$ cat src/hw/hw_mgr_defines.svh
`ifndef HW_MGR_DEFINES_SVH
`define HW_MGR_DEFINES_SVH

// Default sequence limits in clock cycles, sized for a 250 MHz clock

// 10 ms between shutdown force release and the reset pulse
`define HW_MGR_SD_FORCE_DELAY 2500000

// 100 us low pulse on the shutdown reset
`define HW_MGR_SD_RST_PULSE 25000

// 100 ms settle time before the DMA is started
`define HW_MGR_SD_RST_DELAY 25000000

`define HW_MGR_BUF_LOAD_WAIT 250000000   // DAC buffer load timeout
`define HW_MGR_SPI_START_WAIT 250000000  // SPI start timeout

// Sequence counter width
`define HW_MGR_TIMER_W 32

// Boards in the system, one flag bit each in the per-board vectors
`define HW_MGR_NUM_BOARDS 8

`endif

$ cat src/hw/hw_mgr_pkg.sv
`default_nettype none

`include "hw_mgr_defines.svh"

package hw_mgr_pkg;

  // Machine state, also reported in the low nibble of the status word
  typedef enum logic [3:0] {
    IDLE         = 4'd1,
    RELEASE_SD_F = 4'd2,
    PULSE_SD_RST = 4'd3,
    SD_RST_DELAY = 4'd4,
    START_DMA    = 4'd5,
    START_SPI    = 4'd6,
    RUNNING      = 4'd7,
    HALTED       = 4'd8
  } hw_state_t;

  // Status codes, gaps are the retired FIFO and premature-event faults
  typedef enum logic [24:0] {
    STATUS_OK            = 25'd1,
    STATUS_PS_SHUTDOWN   = 25'd2,   // Processor dropped sys_en
    TRIG_LOCKOUT_OOB     = 25'd3,
    CAL_OFFSET_OOB       = 25'd4,
    DAC_DIVIDER_OOB      = 25'd5,
    INTEG_THRESH_AVG_OOB = 25'd6,
    INTEG_WINDOW_OOB     = 25'd7,
    INTEG_EN_OOB         = 25'd8,
    SYS_EN_OOB           = 25'd9,
    LOCK_VIOL            = 25'd10,
    SHUTDOWN_SENSE       = 25'd11,  // Per board
    EXT_SHUTDOWN         = 25'd12,
    DAC_OVER_THRESH      = 25'd13,  // Per board
    ADC_OVER_THRESH      = 25'd14,  // Per board
    DAC_BUF_UNDERFLOW    = 25'd19,  // Per board
    ADC_BUF_OVERFLOW     = 25'd22,  // Per board
    DAC_BUF_FILL_TIMEOUT = 25'd27,
    SPI_START_TIMEOUT    = 25'd28
  } status_code_t;

  // Board index and one-flag-per-board vector
  typedef logic [$clog2(`HW_MGR_NUM_BOARDS)-1:0] board_num_t;
  typedef logic [`HW_MGR_NUM_BOARDS-1:0]         board_mask_t;

  // Which limit the sequence timer compares against
  typedef enum logic [2:0] {
    FORCE_DELAY,
    RST_PULSE,
    RST_DELAY,
    BUF_WAIT,
    SPI_WAIT
  } timer_phase_t;

  typedef logic [`HW_MGR_TIMER_W-1:0] tmr_count_t;

endpackage

`default_nettype wire

$ cat src/hw/fault_if.sv
`default_nettype none

// Encoded fault results, encoder to state machine
interface fault_if;
  import hw_mgr_pkg::*;

  logic         cfg_fault;  // Any config flag set
  status_code_t cfg_code;   // Highest priority config flag
  logic         run_fault;  // Any runtime hardware fault
  status_code_t run_code;
  board_num_t   run_board;  // Lowest set bit of winning vector

  modport encoder (output cfg_fault, cfg_code, run_fault, run_code, run_board);
  modport fsm (input cfg_fault, cfg_code, run_fault, run_code, run_board);

endinterface

`default_nettype wire

$ cat src/hw/fault_encoder.sv
`default_nettype none

`include "hw_mgr_defines.svh"

module fault_encoder (
  // Config out-of-bounds flags
  input wire                        trig_lockout_oob,
  input wire                        cal_offset_oob,
  input wire                        dac_divider_oob,
  input wire                        integ_thresh_avg_oob,
  input wire                        integ_window_oob,
  input wire                        integ_en_oob,
  input wire                        sys_en_oob,
  // Runtime faults
  input wire                        lock_viol,
  input wire                        ext_shutdown,
  input wire hw_mgr_pkg::board_mask_t shutdown_sense,
  input wire hw_mgr_pkg::board_mask_t dac_over_thresh,
  input wire hw_mgr_pkg::board_mask_t adc_over_thresh,
  input wire hw_mgr_pkg::board_mask_t dac_buf_underflow,
  input wire hw_mgr_pkg::board_mask_t adc_buf_overflow,
  fault_if.encoder                  flt
);
  import hw_mgr_pkg::*;

  // Lowest set bit wins, 0 when nothing is set
  function automatic board_num_t lowest_set(input board_mask_t mask);
    board_num_t idx;
    idx = '0;
    for (int i = `HW_MGR_NUM_BOARDS - 1; i >= 0; i--) begin
      if (mask[i]) idx = board_num_t'(i);  // Scan down so bit 0 lands last
    end
    return idx;
  endfunction

  // Config check, priority as listed
  always_comb begin
    flt.cfg_fault = 1'b1;
    if (trig_lockout_oob)          flt.cfg_code = TRIG_LOCKOUT_OOB;
    else if (cal_offset_oob)       flt.cfg_code = CAL_OFFSET_OOB;
    else if (dac_divider_oob)      flt.cfg_code = DAC_DIVIDER_OOB;
    else if (integ_thresh_avg_oob) flt.cfg_code = INTEG_THRESH_AVG_OOB;
    else if (integ_window_oob)     flt.cfg_code = INTEG_WINDOW_OOB;
    else if (integ_en_oob)         flt.cfg_code = INTEG_EN_OOB;
    else if (sys_en_oob)           flt.cfg_code = SYS_EN_OOB;
    else begin
      flt.cfg_fault = 1'b0;
      flt.cfg_code  = STATUS_OK;  // Nothing out of bounds
    end
  end

  // Runtime check, sys_en low is ranked above this in the FSM
  always_comb begin
    flt.run_fault = 1'b1;
    flt.run_board = '0;  // Single-bit faults report board 0
    if (lock_viol) begin
      flt.run_code = LOCK_VIOL;
    end else if (|shutdown_sense) begin
      flt.run_code  = SHUTDOWN_SENSE;
      flt.run_board = lowest_set(shutdown_sense);
    end else if (ext_shutdown) begin
      flt.run_code = EXT_SHUTDOWN;
    end else if (|dac_over_thresh) begin
      flt.run_code  = DAC_OVER_THRESH;
      flt.run_board = lowest_set(dac_over_thresh);
    end else if (|adc_over_thresh) begin
      flt.run_code  = ADC_OVER_THRESH;
      flt.run_board = lowest_set(adc_over_thresh);
    end else if (|dac_buf_underflow) begin
      flt.run_code  = DAC_BUF_UNDERFLOW;
      flt.run_board = lowest_set(dac_buf_underflow);
    end else if (|adc_buf_overflow) begin
      flt.run_code  = ADC_BUF_OVERFLOW;
      flt.run_board = lowest_set(adc_buf_overflow);
    end else begin
      flt.run_fault = 1'b0;
      flt.run_code  = STATUS_OK;
    end
  end

endmodule

`default_nettype wire

$ cat src/hw/seq_timer.sv
`default_nettype none

`include "hw_mgr_defines.svh"

module seq_timer #(
  parameter int unsigned SHUTDOWN_FORCE_DELAY = `HW_MGR_SD_FORCE_DELAY,
  parameter int unsigned SHUTDOWN_RESET_PULSE = `HW_MGR_SD_RST_PULSE,
  parameter int unsigned SHUTDOWN_RESET_DELAY = `HW_MGR_SD_RST_DELAY,
  parameter int unsigned BUF_LOAD_WAIT        = `HW_MGR_BUF_LOAD_WAIT,
  parameter int unsigned SPI_START_WAIT       = `HW_MGR_SPI_START_WAIT
) (
  input wire                          clk,
  input wire                          rst,
  input wire                          tmr_clear,  // Zero the count, one cycle
  input wire hw_mgr_pkg::timer_phase_t tmr_phase,
  output logic                        tmr_expired
);
  import hw_mgr_pkg::*;

  tmr_count_t count;
  tmr_count_t limit;  // Limit of the active phase

  always_comb begin
    case (tmr_phase)
      FORCE_DELAY: limit = tmr_count_t'(SHUTDOWN_FORCE_DELAY);
      RST_PULSE:   limit = tmr_count_t'(SHUTDOWN_RESET_PULSE);
      RST_DELAY:   limit = tmr_count_t'(SHUTDOWN_RESET_DELAY);
      BUF_WAIT:    limit = tmr_count_t'(BUF_LOAD_WAIT);
      SPI_WAIT:    limit = tmr_count_t'(SPI_START_WAIT);
      default:     limit = tmr_count_t'(SHUTDOWN_FORCE_DELAY);
    endcase
  end

  assign tmr_expired = (count >= limit);

  // Counts every cycle, parks at the limit so it never wraps
  always_ff @(posedge clk or posedge rst) begin
    if (rst) begin
      count <= '0;
    end else if (tmr_clear) begin
      count <= '0;
    end else if (!tmr_expired) begin
      count <= count + 1'b1;
    end
  end

endmodule

`default_nettype wire

$ cat src/hw/hw_mgr_fsm.sv
`default_nettype none

module hw_mgr_fsm (
  input wire                           clk,
  input wire                           rst,
  input wire                           sys_en,
  input wire                           dac_buf_loaded,
  input wire                           spi_running,
  fault_if.fsm                         flt,
  // Sequence timer
  output logic                         tmr_clear,
  output hw_mgr_pkg::timer_phase_t     tmr_phase,
  input wire                           tmr_expired,
  // Control outputs, all registered
  output logic                         sys_rst,
  output logic                         unlock_cfg,
  output logic                         dma_en,
  output logic                         spi_en,
  output logic                         trig_en,
  output logic                         n_shutdown_force,
  output logic                         n_shutdown_rst,
  output logic                         ps_interrupt,
  output logic [31:0]                  status_word
);
  import hw_mgr_pkg::*;

  hw_state_t    state, state_nxt;
  status_code_t status_code, code_nxt;
  board_num_t   board_num, board_nxt;
  logic sys_rst_nxt, unlock_nxt, dma_nxt, spi_nxt, trig_nxt;
  logic force_nxt, sd_rst_nxt;
  logic irq_nxt;

  assign status_word = {board_num, status_code, state};

  // Timer limit follows the state
  always_comb begin
    case (state)
      RELEASE_SD_F: tmr_phase = FORCE_DELAY;
      PULSE_SD_RST: tmr_phase = RST_PULSE;
      SD_RST_DELAY: tmr_phase = RST_DELAY;
      START_DMA:    tmr_phase = BUF_WAIT;
      START_SPI:    tmr_phase = SPI_WAIT;
      default:      tmr_phase = FORCE_DELAY;
    endcase
  end

  // Next state and next output values
  always_comb begin
    state_nxt   = state;
    code_nxt    = status_code;
    board_nxt   = board_num;
    sys_rst_nxt = sys_rst;
    unlock_nxt  = unlock_cfg;
    dma_nxt     = dma_en;
    spi_nxt     = spi_en;
    trig_nxt    = trig_en;
    force_nxt   = n_shutdown_force;
    sd_rst_nxt  = n_shutdown_rst;
    case (state)
      IDLE: begin
        if (sys_en) begin
          if (flt.cfg_fault) begin
            state_nxt = HALTED;  // Outputs left as they are
            code_nxt  = flt.cfg_code;
          end else begin
            state_nxt   = RELEASE_SD_F;
            sys_rst_nxt = 1'b0;
            unlock_nxt  = 1'b0;  // Lock config for the run
            force_nxt   = 1'b1;
          end
        end
      end
      RELEASE_SD_F: begin
        if (tmr_expired) begin
          state_nxt  = PULSE_SD_RST;
          sd_rst_nxt = 1'b0;  // Start of reset pulse
        end
      end
      PULSE_SD_RST: begin
        if (tmr_expired) begin
          state_nxt  = SD_RST_DELAY;
          sd_rst_nxt = 1'b1;
        end
      end
      SD_RST_DELAY: begin
        if (tmr_expired) begin
          state_nxt = START_DMA;
          dma_nxt   = 1'b1;
        end
      end
      START_DMA: begin
        if (dac_buf_loaded) begin
          state_nxt = START_SPI;
          spi_nxt   = 1'b1;
        end else if (tmr_expired) begin
          state_nxt   = HALTED;  // Buffer never filled
          code_nxt    = DAC_BUF_FILL_TIMEOUT;
          sys_rst_nxt = 1'b1;
          force_nxt   = 1'b0;
          dma_nxt     = 1'b0;
        end
      end
      START_SPI: begin
        if (spi_running) begin
          state_nxt = RUNNING;
          trig_nxt  = 1'b1;
        end else if (tmr_expired) begin
          state_nxt   = HALTED;
          code_nxt    = SPI_START_TIMEOUT;
          sys_rst_nxt = 1'b1;
          force_nxt   = 1'b0;
          dma_nxt     = 1'b0;
          spi_nxt     = 1'b0;
        end
      end
      RUNNING: begin
        if (!sys_en || flt.run_fault) begin
          state_nxt   = HALTED;
          sys_rst_nxt = 1'b1;
          force_nxt   = 1'b0;
          dma_nxt     = 1'b0;
          spi_nxt     = 1'b0;
          trig_nxt    = 1'b0;
          if (!sys_en) begin
            code_nxt = STATUS_PS_SHUTDOWN;  // Processor request wins over hw faults
          end else begin
            code_nxt  = flt.run_code;
            board_nxt = flt.run_board;
          end
        end
      end
      HALTED: begin
        // Hold the code until the processor drops sys_en
        if (!sys_en) begin
          state_nxt  = IDLE;
          code_nxt   = STATUS_OK;
          board_nxt  = '0;
          unlock_nxt = 1'b1;
        end
      end
      default: state_nxt = IDLE;  // Illegal encoding recovery
    endcase
  end

  // Every state change restarts the timer
  assign tmr_clear = (state_nxt != state);
  assign irq_nxt   = tmr_clear && (state_nxt == RUNNING || state_nxt == HALTED);

  always_ff @(posedge clk or posedge rst) begin
    if (rst) begin
      state            <= IDLE;
      status_code      <= STATUS_OK;
      board_num        <= '0;
      sys_rst          <= 1'b1;
      unlock_cfg       <= 1'b1;
      dma_en           <= 1'b0;
      spi_en           <= 1'b0;
      trig_en          <= 1'b0;
      n_shutdown_force <= 1'b0;  // Boards held in shutdown
      n_shutdown_rst   <= 1'b1;
      ps_interrupt     <= 1'b0;
    end else begin
      state            <= state_nxt;
      status_code      <= code_nxt;
      board_num        <= board_nxt;
      sys_rst          <= sys_rst_nxt;
      unlock_cfg       <= unlock_nxt;
      dma_en           <= dma_nxt;
      spi_en           <= spi_nxt;
      trig_en          <= trig_nxt;
      n_shutdown_force <= force_nxt;
      n_shutdown_rst   <= sd_rst_nxt;
      ps_interrupt     <= irq_nxt;  // Single cycle per entry
    end
  end

endmodule

`default_nettype wire

$ cat src/hw/hw_manager.sv
`default_nettype none

`include "hw_mgr_defines.svh"

module hw_manager #(
  parameter int unsigned SHUTDOWN_FORCE_DELAY = `HW_MGR_SD_FORCE_DELAY,
  parameter int unsigned SHUTDOWN_RESET_PULSE = `HW_MGR_SD_RST_PULSE,
  parameter int unsigned SHUTDOWN_RESET_DELAY = `HW_MGR_SD_RST_DELAY,
  parameter int unsigned BUF_LOAD_WAIT        = `HW_MGR_BUF_LOAD_WAIT,
  parameter int unsigned SPI_START_WAIT       = `HW_MGR_SPI_START_WAIT
) (
  input wire                          clk,
  input wire                          rst,
  input wire                          sys_en,
  input wire                          dac_buf_loaded,
  input wire                          spi_running,
  input wire                          ext_shutdown,
  input wire                          trig_lockout_oob,
  input wire                          cal_offset_oob,
  input wire                          dac_divider_oob,
  input wire                          integ_thresh_avg_oob,
  input wire                          integ_window_oob,
  input wire                          integ_en_oob,
  input wire                          sys_en_oob,
  input wire                          lock_viol,
  input wire hw_mgr_pkg::board_mask_t shutdown_sense,
  input wire hw_mgr_pkg::board_mask_t dac_over_thresh,
  input wire hw_mgr_pkg::board_mask_t adc_over_thresh,
  input wire hw_mgr_pkg::board_mask_t dac_buf_underflow,
  input wire hw_mgr_pkg::board_mask_t adc_buf_overflow,
  output wire                         sys_rst,
  output wire                         unlock_cfg,
  output wire                         dma_en,
  output wire                         spi_en,
  output wire                         trig_en,
  output wire                         n_shutdown_force,
  output wire                         n_shutdown_rst,
  output wire                         ps_interrupt,
  output wire [31:0]                  status_word  // {board, code, state}
);
  import hw_mgr_pkg::*;

  fault_if flt_if ();

  logic         tmr_clear;
  timer_phase_t tmr_phase;
  logic         tmr_expired;

  fault_encoder fault_encoder_inst (
    .trig_lockout_oob     (trig_lockout_oob),
    .cal_offset_oob       (cal_offset_oob),
    .dac_divider_oob      (dac_divider_oob),
    .integ_thresh_avg_oob (integ_thresh_avg_oob),
    .integ_window_oob     (integ_window_oob),
    .integ_en_oob         (integ_en_oob),
    .sys_en_oob           (sys_en_oob),
    .lock_viol            (lock_viol),
    .ext_shutdown         (ext_shutdown),
    .shutdown_sense       (shutdown_sense),
    .dac_over_thresh      (dac_over_thresh),
    .adc_over_thresh      (adc_over_thresh),
    .dac_buf_underflow    (dac_buf_underflow),
    .adc_buf_overflow     (adc_buf_overflow),
    .flt                  (flt_if.encoder)
  );

  seq_timer #(
    .SHUTDOWN_FORCE_DELAY (SHUTDOWN_FORCE_DELAY),
    .SHUTDOWN_RESET_PULSE (SHUTDOWN_RESET_PULSE),
    .SHUTDOWN_RESET_DELAY (SHUTDOWN_RESET_DELAY),
    .BUF_LOAD_WAIT        (BUF_LOAD_WAIT),
    .SPI_START_WAIT       (SPI_START_WAIT)
  ) seq_timer_inst (
    .clk         (clk),
    .rst         (rst),
    .tmr_clear   (tmr_clear),
    .tmr_phase   (tmr_phase),
    .tmr_expired (tmr_expired)
  );

  hw_mgr_fsm hw_mgr_fsm_inst (
    .clk              (clk),
    .rst              (rst),
    .sys_en           (sys_en),
    .dac_buf_loaded   (dac_buf_loaded),
    .spi_running      (spi_running),
    .flt              (flt_if.fsm),
    .tmr_clear        (tmr_clear),
    .tmr_phase        (tmr_phase),
    .tmr_expired      (tmr_expired),
    .sys_rst          (sys_rst),
    .unlock_cfg       (unlock_cfg),
    .dma_en           (dma_en),
    .spi_en           (spi_en),
    .trig_en          (trig_en),
    .n_shutdown_force (n_shutdown_force),
    .n_shutdown_rst   (n_shutdown_rst),
    .ps_interrupt     (ps_interrupt),
    .status_word      (status_word)
  );

endmodule

`default_nettype wire

$ cat config.mk
export PLATFORM = sky130hd
export DESIGN_NAME = hw_manager
export DESIGN_NICKNAME = d
export VERILOG_FILES = /design/src/hw/hw_mgr_pkg.sv /design/src/hw/fault_if.sv /design/src/hw/fault_encoder.sv /design/src/hw/seq_timer.sv /design/src/hw/hw_mgr_fsm.sv /design/src/hw/hw_manager.sv
export VERILOG_INCLUDE_DIRS = /design/src /design/src/hw
export SDC_FILE = /design/constraint.sdc
export NUM_CORES = 1
export LEC_CHECK = 0
export BUFFER_PORTS_ARGS = -buffer_cell sky130_fd_sc_hd__buf_2
export CAP_MARGIN = 30
export CELL_PAD_IN_SITES_DETAIL_PLACEMENT = 0
export CELL_PAD_IN_SITES_GLOBAL_PLACEMENT = 1
export CORE_UTILIZATION = 30
export CTS_CLUSTER_SIZE = 40
export DETAILED_ROUTE_END_ITERATION = 10
export PLACE_DENSITY_LB_ADDON = 0.25
export RECOVER_POWER = 100
export SYNTH_ARGS = -nofsm -noshare
export SYNTH_HDL_FRONTEND = slang
export SYNTH_SLANG_ARGS = --single-unit
$ cat constraint.sdc
create_clock -name clk -period 3.63 [get_ports clk]
set_input_delay 0.363 -clock clk [delete_from_list [all_inputs] [get_ports clk]]
set_output_delay 0.363 -clock clk [all_outputs]
set_load 0.01 [all_outputs]
==> flow_metrics.tcl, run 1 <==
set metrics [dict create \
    die_x_um 122.0 \
    vdd_drop_max_v 0.0002029 \
    synth_xor_area_share_pct 1.217 \
    p_total_w 0.001698 \
    yosys_warnings 0 \
    synth.avg_cell_area_um2 8.320 \
    worst_pin_slew_ps 1337 \
    worstSkewPairLatency_ps 310 \
    fin_util_pct 36.21 \
    startpoint_type "flop" \
    nFillCells 1462 \
    htreeDepth 2 \
    io-pin-count 94 \
    leakagePower_nw 2.056 \
    critPathKind "flop to flop" \
    required_ps 3840 \
    dr.pass1.iters 4 \
    p_per_area_mw_per_mm2 336.5 \
    maxCapViolCount 0 \
    setup_viol 0 \
    p_clk_share_pct 33.6 \
    num_antenna_cells 0 \
    clockRootBuffer "clkbuf_16" \
    critPathMaxStageDelay_ps 550 \
    final_max_slew_viol_count 0 \
    netlist_area_mm2 0.004318 \
    path_max_fanout 10 \
    cts_sinks 52 \
    synthAdderAreaFrac_pct 6.665 \
    cts_tree "built" \
    die-height_um 122.0 \
    status "completed" \
    synth_edf_count 0 \
    critPathCaptureType "flop" \
    synth_mux_area_share_pct 1.739 \
    worst-path-buf-inv 2 \
    grt_overflow 0 \
    fin_crit_sh_pct 93.40 \
    cp.arrival_ps 3600 \
    row_count 43 \
    slew_headroom_pct 10.90 \
    routabilityCongestion 0.8531 \
    ant_nets 0 \
    cp_top_family "compound AO/OA/AOI/OAI gates" \
    synthArstFlopShare_pct 100.0 \
    cts_buffers 5 \
    dieArea_mm2 0.01488 \
    p_int_w 0.001133 \
    dpl.hpwl_um 9529 \
    synthDistinctLibCells 72 \
    crit_slowest_cell "dfstp_1" \
    synth_top_family_by_area "compound AO/OA/AOI/OAI gates" \
    hp-class "input pin to asynchronous set/reset pin" \
    fin_skew_ps 16.51 \
    track_usage_pct 16.94 \
    grt_setup_unrepaired "false" \
    synth-simple-area-share_pct 25.53 \
    fmax_mhz 295.0 \
    fin_setup_tns_ps 0 \
    wire_per_inst_um 15.78 \
    route.detailed.drc 0 \
    period_minus_slack_ps 3390 \
    yosysSeqAreaShare_pct 30.28 \
    synthCells 519 \
    io_buffers 73 \
    fin_nets 676 \
    clock_path_buffers 2 \
    area_growth_pct 16.86 \
    antenna_found_initial 0 \
    wl_um 12310 \
    p_seq_share_pct 40.1 \
    grt_pass1_wl_um 19830 \
    grt_max_degree 34 \
    grt_pass1_vias 3957 \
    num_vias 4218 \
    p_sw_w 0.0005645 \
    dr.first_iter.drc_count 174 \
    synth_compound_area_share_pct 25.99 \
    cp_cell_sequence "or2_2 > nand3_1 > buf_4 > ha_1 > a21oi_1 > nor2_1 > a2111oi_4 > o21a_4 > o2111ai_4 > clkbuf_2 > or3_1 > a211oi_1" \
    hold_violations 0 \
    drive_gt1_share_pct 19.17 \
    drt-vias-per-instance 5.408 \
    ys_ff_latch 52 \
    initial_core_util_pct 30.99 \
    switching_share_pct 33.25 \
    synth-main-ff-cell "dfrtp_1" \
    core_area_mm2 0.01393 \
    clkTransAtPathRegs_ps 90 \
    pwr-share-comb_pct 26.3 \
]
-- layout by cell type (no fill, tap or decap), drive strengths merged, types with 3 or more instances in the layout --
| master | Yosys | layout |
|---|---|---|
| a211oi | 27 | 27 |
| a21o | 3 | 3 |
| a21oi | 32 | 32 |
| a31o | 3 | 3 |
| a31oi | 3 | 3 |
| and2 | 4 | 4 |
| and3 | 5 | 5 |
| and4 | 7 | 7 |
| buf | 34 | 74 |
| clkbuf | 9 | 28 |
| conb | 1 | 20 |
| dfrtp | 47 | 47 |
| dfstp | 5 | 5 |
| ha | 23 | 23 |
| inv | 30 | 31 |
| mux2 | 4 | 4 |
| mux2i | 3 | 3 |
| nand2 | 32 | 32 |
| nand2b | 3 | 3 |
| nand3 | 14 | 14 |
| nand4 | 9 | 9 |
| nor2 | 36 | 36 |
| nor2b | 7 | 7 |
| nor3 | 21 | 21 |
| nor3b | 3 | 3 |
| nor4 | 14 | 14 |
| o2111ai | 3 | 3 |
| o211ai | 7 | 7 |
| o21ai | 43 | 43 |
| o21bai | 7 | 7 |
| o221ai | 3 | 3 |
| o31ai | 5 | 5 |
| or2 | 4 | 4 |
| or3 | 26 | 26 |
| or4 | 8 | 8 |
| xnor2 | 5 | 5 |
-- per-stage QoR --
stage / std cells / instance area (um2) / hold slack, ps / setup WS [ps]
floorplan: 538 / 4389 / 490.9 / 76.80
global placement: 770 / 4903 / 470.5 / 237.7
detailed placement: 771 / 4923 / 479.2 / 46.21
CTS: 779 / 5095 / 130.6 / 13.11
global route: 780 / 5046 / 341.4 / 25.07
finish: 780 / 5046 / 283.5 / 239.6
-- what timing repair did --
| action | in CTS | in global routing |
|---|---|---|
| gates resized for setup | 0 | 6 |
| hold buffers | 0 | 0 |
| buffers inserted | 0 | 1 |
| endpoints found under the setup margin | 0 | 37 |
-- area by class of cell --
| class | instances | area [um2] | area share [%] |
|---|---|---|---|
| clock inverters | 3 | 46.29 | 0.9174 |
| well taps | 180 | 225.2 | 4.463 |
| repair buffers | 97 | 511.7 | 10.14 |
| inverters | 30 | 112.6 | 2.232 |
| flip-flops and latches | 52 | 1309 | 25.94 |
| clock buffers | 5 | 125.1 | 2.480 |
| multi-input cells | 413 | 2716 | 53.83 |
-- cell families (layout without fill, tap and decap cells) --
family	count (synthesis)	after routing
compound gates	158	158
simple gates	199	199
fa+ha+maj	23	23
mux	7	7
xor+xnor	6	6
flops	52	52
other cells	1	20
buf+inv	73	135
-- synth_stat cells, types with 2 or more instances --
master / count / area (um2)
a21o_1: 3 / 22.52
nor2b_1: 7 / 43.79
a21oi_1: 32 / 160.2
o2111ai_4: 2 / 52.55
xnor2_1: 5 / 43.79
nand4_1: 9 / 56.30
mux2_2: 4 / 45.04
nor4_1: 14 / 87.58
and3_1: 5 / 31.28
buf_2: 10 / 50.05
and2_1: 4 / 25.02
nand3b_1: 2 / 15.01
a211oi_2: 4 / 50.05
a22oi_1: 2 / 15.01
a221oi_1: 2 / 17.52
buf_4: 21 / 157.7
or4_4: 2 / 22.52
nand2_1: 32 / 120.1
a211oi_1: 23 / 172.7
nand3_1: 14 / 70.07
o21bai_1: 7 / 52.55
ha_1: 23 / 287.8
o31a_1: 2 / 17.52
or4_1: 6 / 45.04
nand2b_1: 2 / 12.51
o21ai_1: 2 / 10.01
dfrtp_1: 47 / 1176
mux2i_1: 3 / 30.03
o21ai_0: 40 / 200.2
or2_2: 3 / 18.77
o211ai_1: 7 / 52.55
buf_1: 3 / 11.26
o31ai_1: 5 / 37.54
nor3_1: 21 / 105.1
nor2_1: 36 / 135.1
inv_1: 30 / 112.6
and4_1: 7 / 61.31
a31oi_1: 3 / 18.77
or3_1: 26 / 162.7
o221ai_1: 2 / 17.52
clkbuf_1: 8 / 30.03
nor3b_1: 3 / 22.52
dfstp_2: 5 / 131.4
a31o_2: 3 / 26.28
-- routing by layer --
layer | share of wire (%) | GRT usage [%]
met2 | 47 | 27.97
met3 | 4.6 | 3.090
met1 | 47 | 22.42
met5 | 0 | 0
met4 | 1.2 | 4.784
-- worst paths after layout --
check | startpoint | endpoint | slack (ps) | cells past startpoint
max | hw_mgr_fsm_inst.state[0]$_DFF_PP1_ | seq_timer_inst.count[24]$_DFFE_PP0P_ | 240 | 12
min | rst | hw_mgr_fsm_inst.state[3]$_DFF_PP0_ | 280 | 2
max reg2reg | hw_mgr_fsm_inst.state[0]$_DFF_PP1_ | seq_timer_inst.count[24]$_DFFE_PP0P_ | 240 | 12
min reg2reg | hw_mgr_fsm_inst.board_num[2]$_DFFE_PP0P_ | hw_mgr_fsm_inst.board_num[2]$_DFFE_PP0P_ | 490 | 2
max in group asynchronous | rst | seq_timer_inst.count[3]$_DFFE_PP0P_ | 1590 | 3
min in group clk | shutdown_sense[4] | hw_mgr_fsm_inst.board_num[1]$_DFFE_PP0P_ | 330 | 3
-- power by group through the flow --
stage | Sequential [W] | Clock, W | Combinational (W)
2_1_floorplan | 0.000705 | 0 | 0.000286
3_3_place_gp | 0.000691 | 0 | 0.000462
3_5_place_dp | 0.000693 | 0 | 0.000465
4_1_cts | 0.000681 | 0.000587 | 0.000467
5_1_grt | 0.000689 | 0.000615 | 0.000497
6_report | 0.000681 | 0.000570 | 0.000447
-- state kept, by name (all words and copies together) (netlist names), 3 cells and up --
| register | cells |
|---|---|
| seq_timer_inst.count | 32 |
| hw_mgr_fsm_inst.status_code | 5 |
| hw_mgr_fsm_inst.state | 4 |
| hw_mgr_fsm_inst.board_num | 3 |
-- worst register-to-register path, stage by stage, from the launching register on --
cell and delay, ps:
dfstp_1 550, or2_2 150, nand3_1 160, buf_4 220, ha_1 290, a21oi_1 130, nor2_1 80, a2111oi_4 400
o21a_4 260, o2111ai_4 200, clkbuf_2 250, or3_1 370, a211oi_1 230
Note: power is estimated with default switching activity, not from simulation.
==> run 2, diff against run 1 <==
Settings changed: MAX_ROUTING_LAYER from default to met4.
==> run 2 against run 1 <==
Against the previous run: sequential share of layout area did not move; die area did not move; power barely moved; hold slack got worse by 0.66 ps; utilization did not move; clock skew rose by 0.55 ps; critical path depth did not move; cell count did not move; final area did not move; sequential power barely moved.
==> flow_metrics.tcl, run 2 (same netlist as run 1, synthesis figures left out) <==
set metrics [dict create \
    io-pin-count 94 \
    top_layer "met4" \
    antenna_found_initial 0 \
    fin_area_mm2 0.005046 \
    die_x_um 122.0 \
    grt_max_degree 34 \
    period_minus_slack_ps 3400 \
    clock_path_buffers 2 \
    startpoint_type "flop" \
    path_max_fanout 10 \
    worst_pin_slew_ps 1339 \
    worst-path-buf-inv 2 \
    cts_sinks 52 \
    fmax_mhz 294.1 \
    multi_input_area_mm2 0.002716 \
    maxCapViolCount 0 \
    crit_slowest_cell "dfstp_1" \
    clkTransAtPathRegs_ps 90 \
    drt-vias-per-instance 5.428 \
    fin_crit_sh_pct 93.66 \
    wl_um 12290 \
    place_area_mm2 0.004923 \
    holdBufCountCts 0 \
    routedLengthMet1_um 5756 \
    route.detailed.drc 0 \
    dp_cells 771 \
    drive_gt1_share_pct 19.17 \
    clockRootBuffer "clkbuf_16" \
    setup_viol 0 \
    final_max_slew_viol_count 0 \
    grt_pass1_wl_um 19790 \
    track_usage_pct 17.41 \
    core_area_mm2 0.01393 \
    row_count 43 \
    cp_top_family "compound AO/OA/AOI/OAI gates" \
    htreeDepth 2 \
    top_register "seq_timer_inst.count" \
    ant_nets 0 \
    cts_tree "built" \
    grt_pass1_vias 3960 \
    final_cells 780 \
    cp_cell_sequence "or2_2 > nand3_1 > buf_4 > ha_1 > a21oi_1 > nor2_1 > a2111oi_4 > o21a_4 > o2111ai_4 > clkbuf_2 > or3_1 > a211oi_1" \
    biggestRegsByFlops "seq_timer_inst.count x32, hw_mgr_fsm_inst.status_code x5, hw_mgr_fsm_inst.state x4" \
    nFillCells 1462 \
    largest_reg_flops 32 \
    met2_length_um 5825 \
    p_total_w 0.001699 \
    hold_violations 0 \
    required_ps 3840 \
    seq_area_mm2 0.001309 \
    route.met3.wl_um 560 \
    layout_commonest_cell "buf_2" \
    io_buffers 73 \
    num_antenna_cells 0 \
    routabilityCongestion 0.8666 \
    worstSkewPairLatency_ps 310 \
    critPathKind "flop to flop" \
    mostFrequentLayoutCells "buf_2, dfrtp_1, o21ai_0, nor2_1" \
    critPathCaptureType "flop" \
    dpl_worst_slack_ps 46.21 \
    num_vias 4234 \
    vdd_drop_max_v 0.0002029 \
    cp.arrival_ps 3610 \
    grt_setup_unrepaired "false" \
    initial_core_util_pct 30.99 \
    dieArea_mm2 0.01488 \
    p_per_area_mw_per_mm2 336.6 \
    fin_skew_ps 17.06 \
    grt_overflow 0 \
    fin_setup_tns_ps 0 \
    dr.first_iter.drc_count 175 \
    cts_buffers 5 \
    status "completed" \
    fin_nets 676 \
    slew_headroom_pct 10.73 \
    leakagePower_nw 2.056 \
    dr.pass1.iters 4 \
    fin_ws_ps 230.0 \
    die-height_um 122.0 \
    dpl.hpwl_um 9529 \
    hp-class "input pin to asynchronous set/reset pin" \
    critPathMaxStageDelay_ps 550 \
    wire_per_inst_um 15.76 \
    area_growth_pct 16.86 \
]
run 2: path summary, 6_finish.rpt:
| path | start | endpoint | slack, ps | cells past startpoint |
|---|---|---|---|---|
| worst max-delay path | hw_mgr_fsm_inst.state[0]$_DFF_PP1_ | seq_timer_inst.count[24]$_DFFE_PP0P_ | 230 | 12 |
| worst min register to register | hw_mgr_fsm_inst.board_num[2]$_DFFE_PP0P_ | hw_mgr_fsm_inst.board_num[2]$_DFFE_PP0P_ | 500 | 2 |
| worst min-delay path | rst | hw_mgr_fsm_inst.state[3]$_DFF_PP0_ | 280 | 2 |
| max in group asynchronous | rst | seq_timer_inst.count[3]$_DFFE_PP0P_ | 1580 | 3 |
| worst max register to register | hw_mgr_fsm_inst.state[0]$_DFF_PP1_ | seq_timer_inst.count[24]$_DFFE_PP0P_ | 230 | 12 |
| min in group clk | shutdown_sense[4] | hw_mgr_fsm_inst.board_num[1]$_DFFE_PP0P_ | 330 | 3 |
run 2: through the flow:
step	hold slack, ps	utilization [%]
detailed placement	479.2	35.33
global placement	470.5	35.19
floorplan	490.9	-
CTS	130.6	36.56
global route	341.4	36.21
finish	282.9	36.21
run 2: what timing repair did:
action,in CTS,in global routing
buffers inserted,0,1
endpoints found under the setup margin,0,37
gates resized for setup,0,6
run 2: worst reg2reg max path, cell delays in order, from the launching register on:
cell	delay (ps)
dfstp_1	550
or2_2	150
nand3_1	160
buf_4	230
ha_1	300
a21oi_1	130
nor2_1	80
a2111oi_4	400
o21a_4	260
o2111ai_4	200
clkbuf_2	250
or3_1	370
a211oi_1	230
run 2: metal layers:
layer / GRT usage (%) / vias up
li1: - / 2094
met1: 22.31 / 2045
met2: 28.00 / 87
met3: 3.090 / 8
met4: 4.784 / 0
met5: - / -
run 2: area by class of cell:
type	count	area share (%)
clock buffer	5	2.480
timing repair buffer	97	10.14
clock inverter	3	0.9174
inverter	30	2.232
sequential	52	25.94
tap	180	4.463
multi-input combinational	413	53.83
run 2: where the power goes:
| group | switching, W | total (W) | internal [W] |
|---|---|---|---|
| Sequential | 0.0000414 | 0.000681 | 0.000639 |
| Combinational | 0.000281 | 0.000446 | 0.000165 |
| Clock | 0.000243 | 0.000572 | 0.000329 |
| Total | 0.000565 | 0.00170 | 0.00113 |
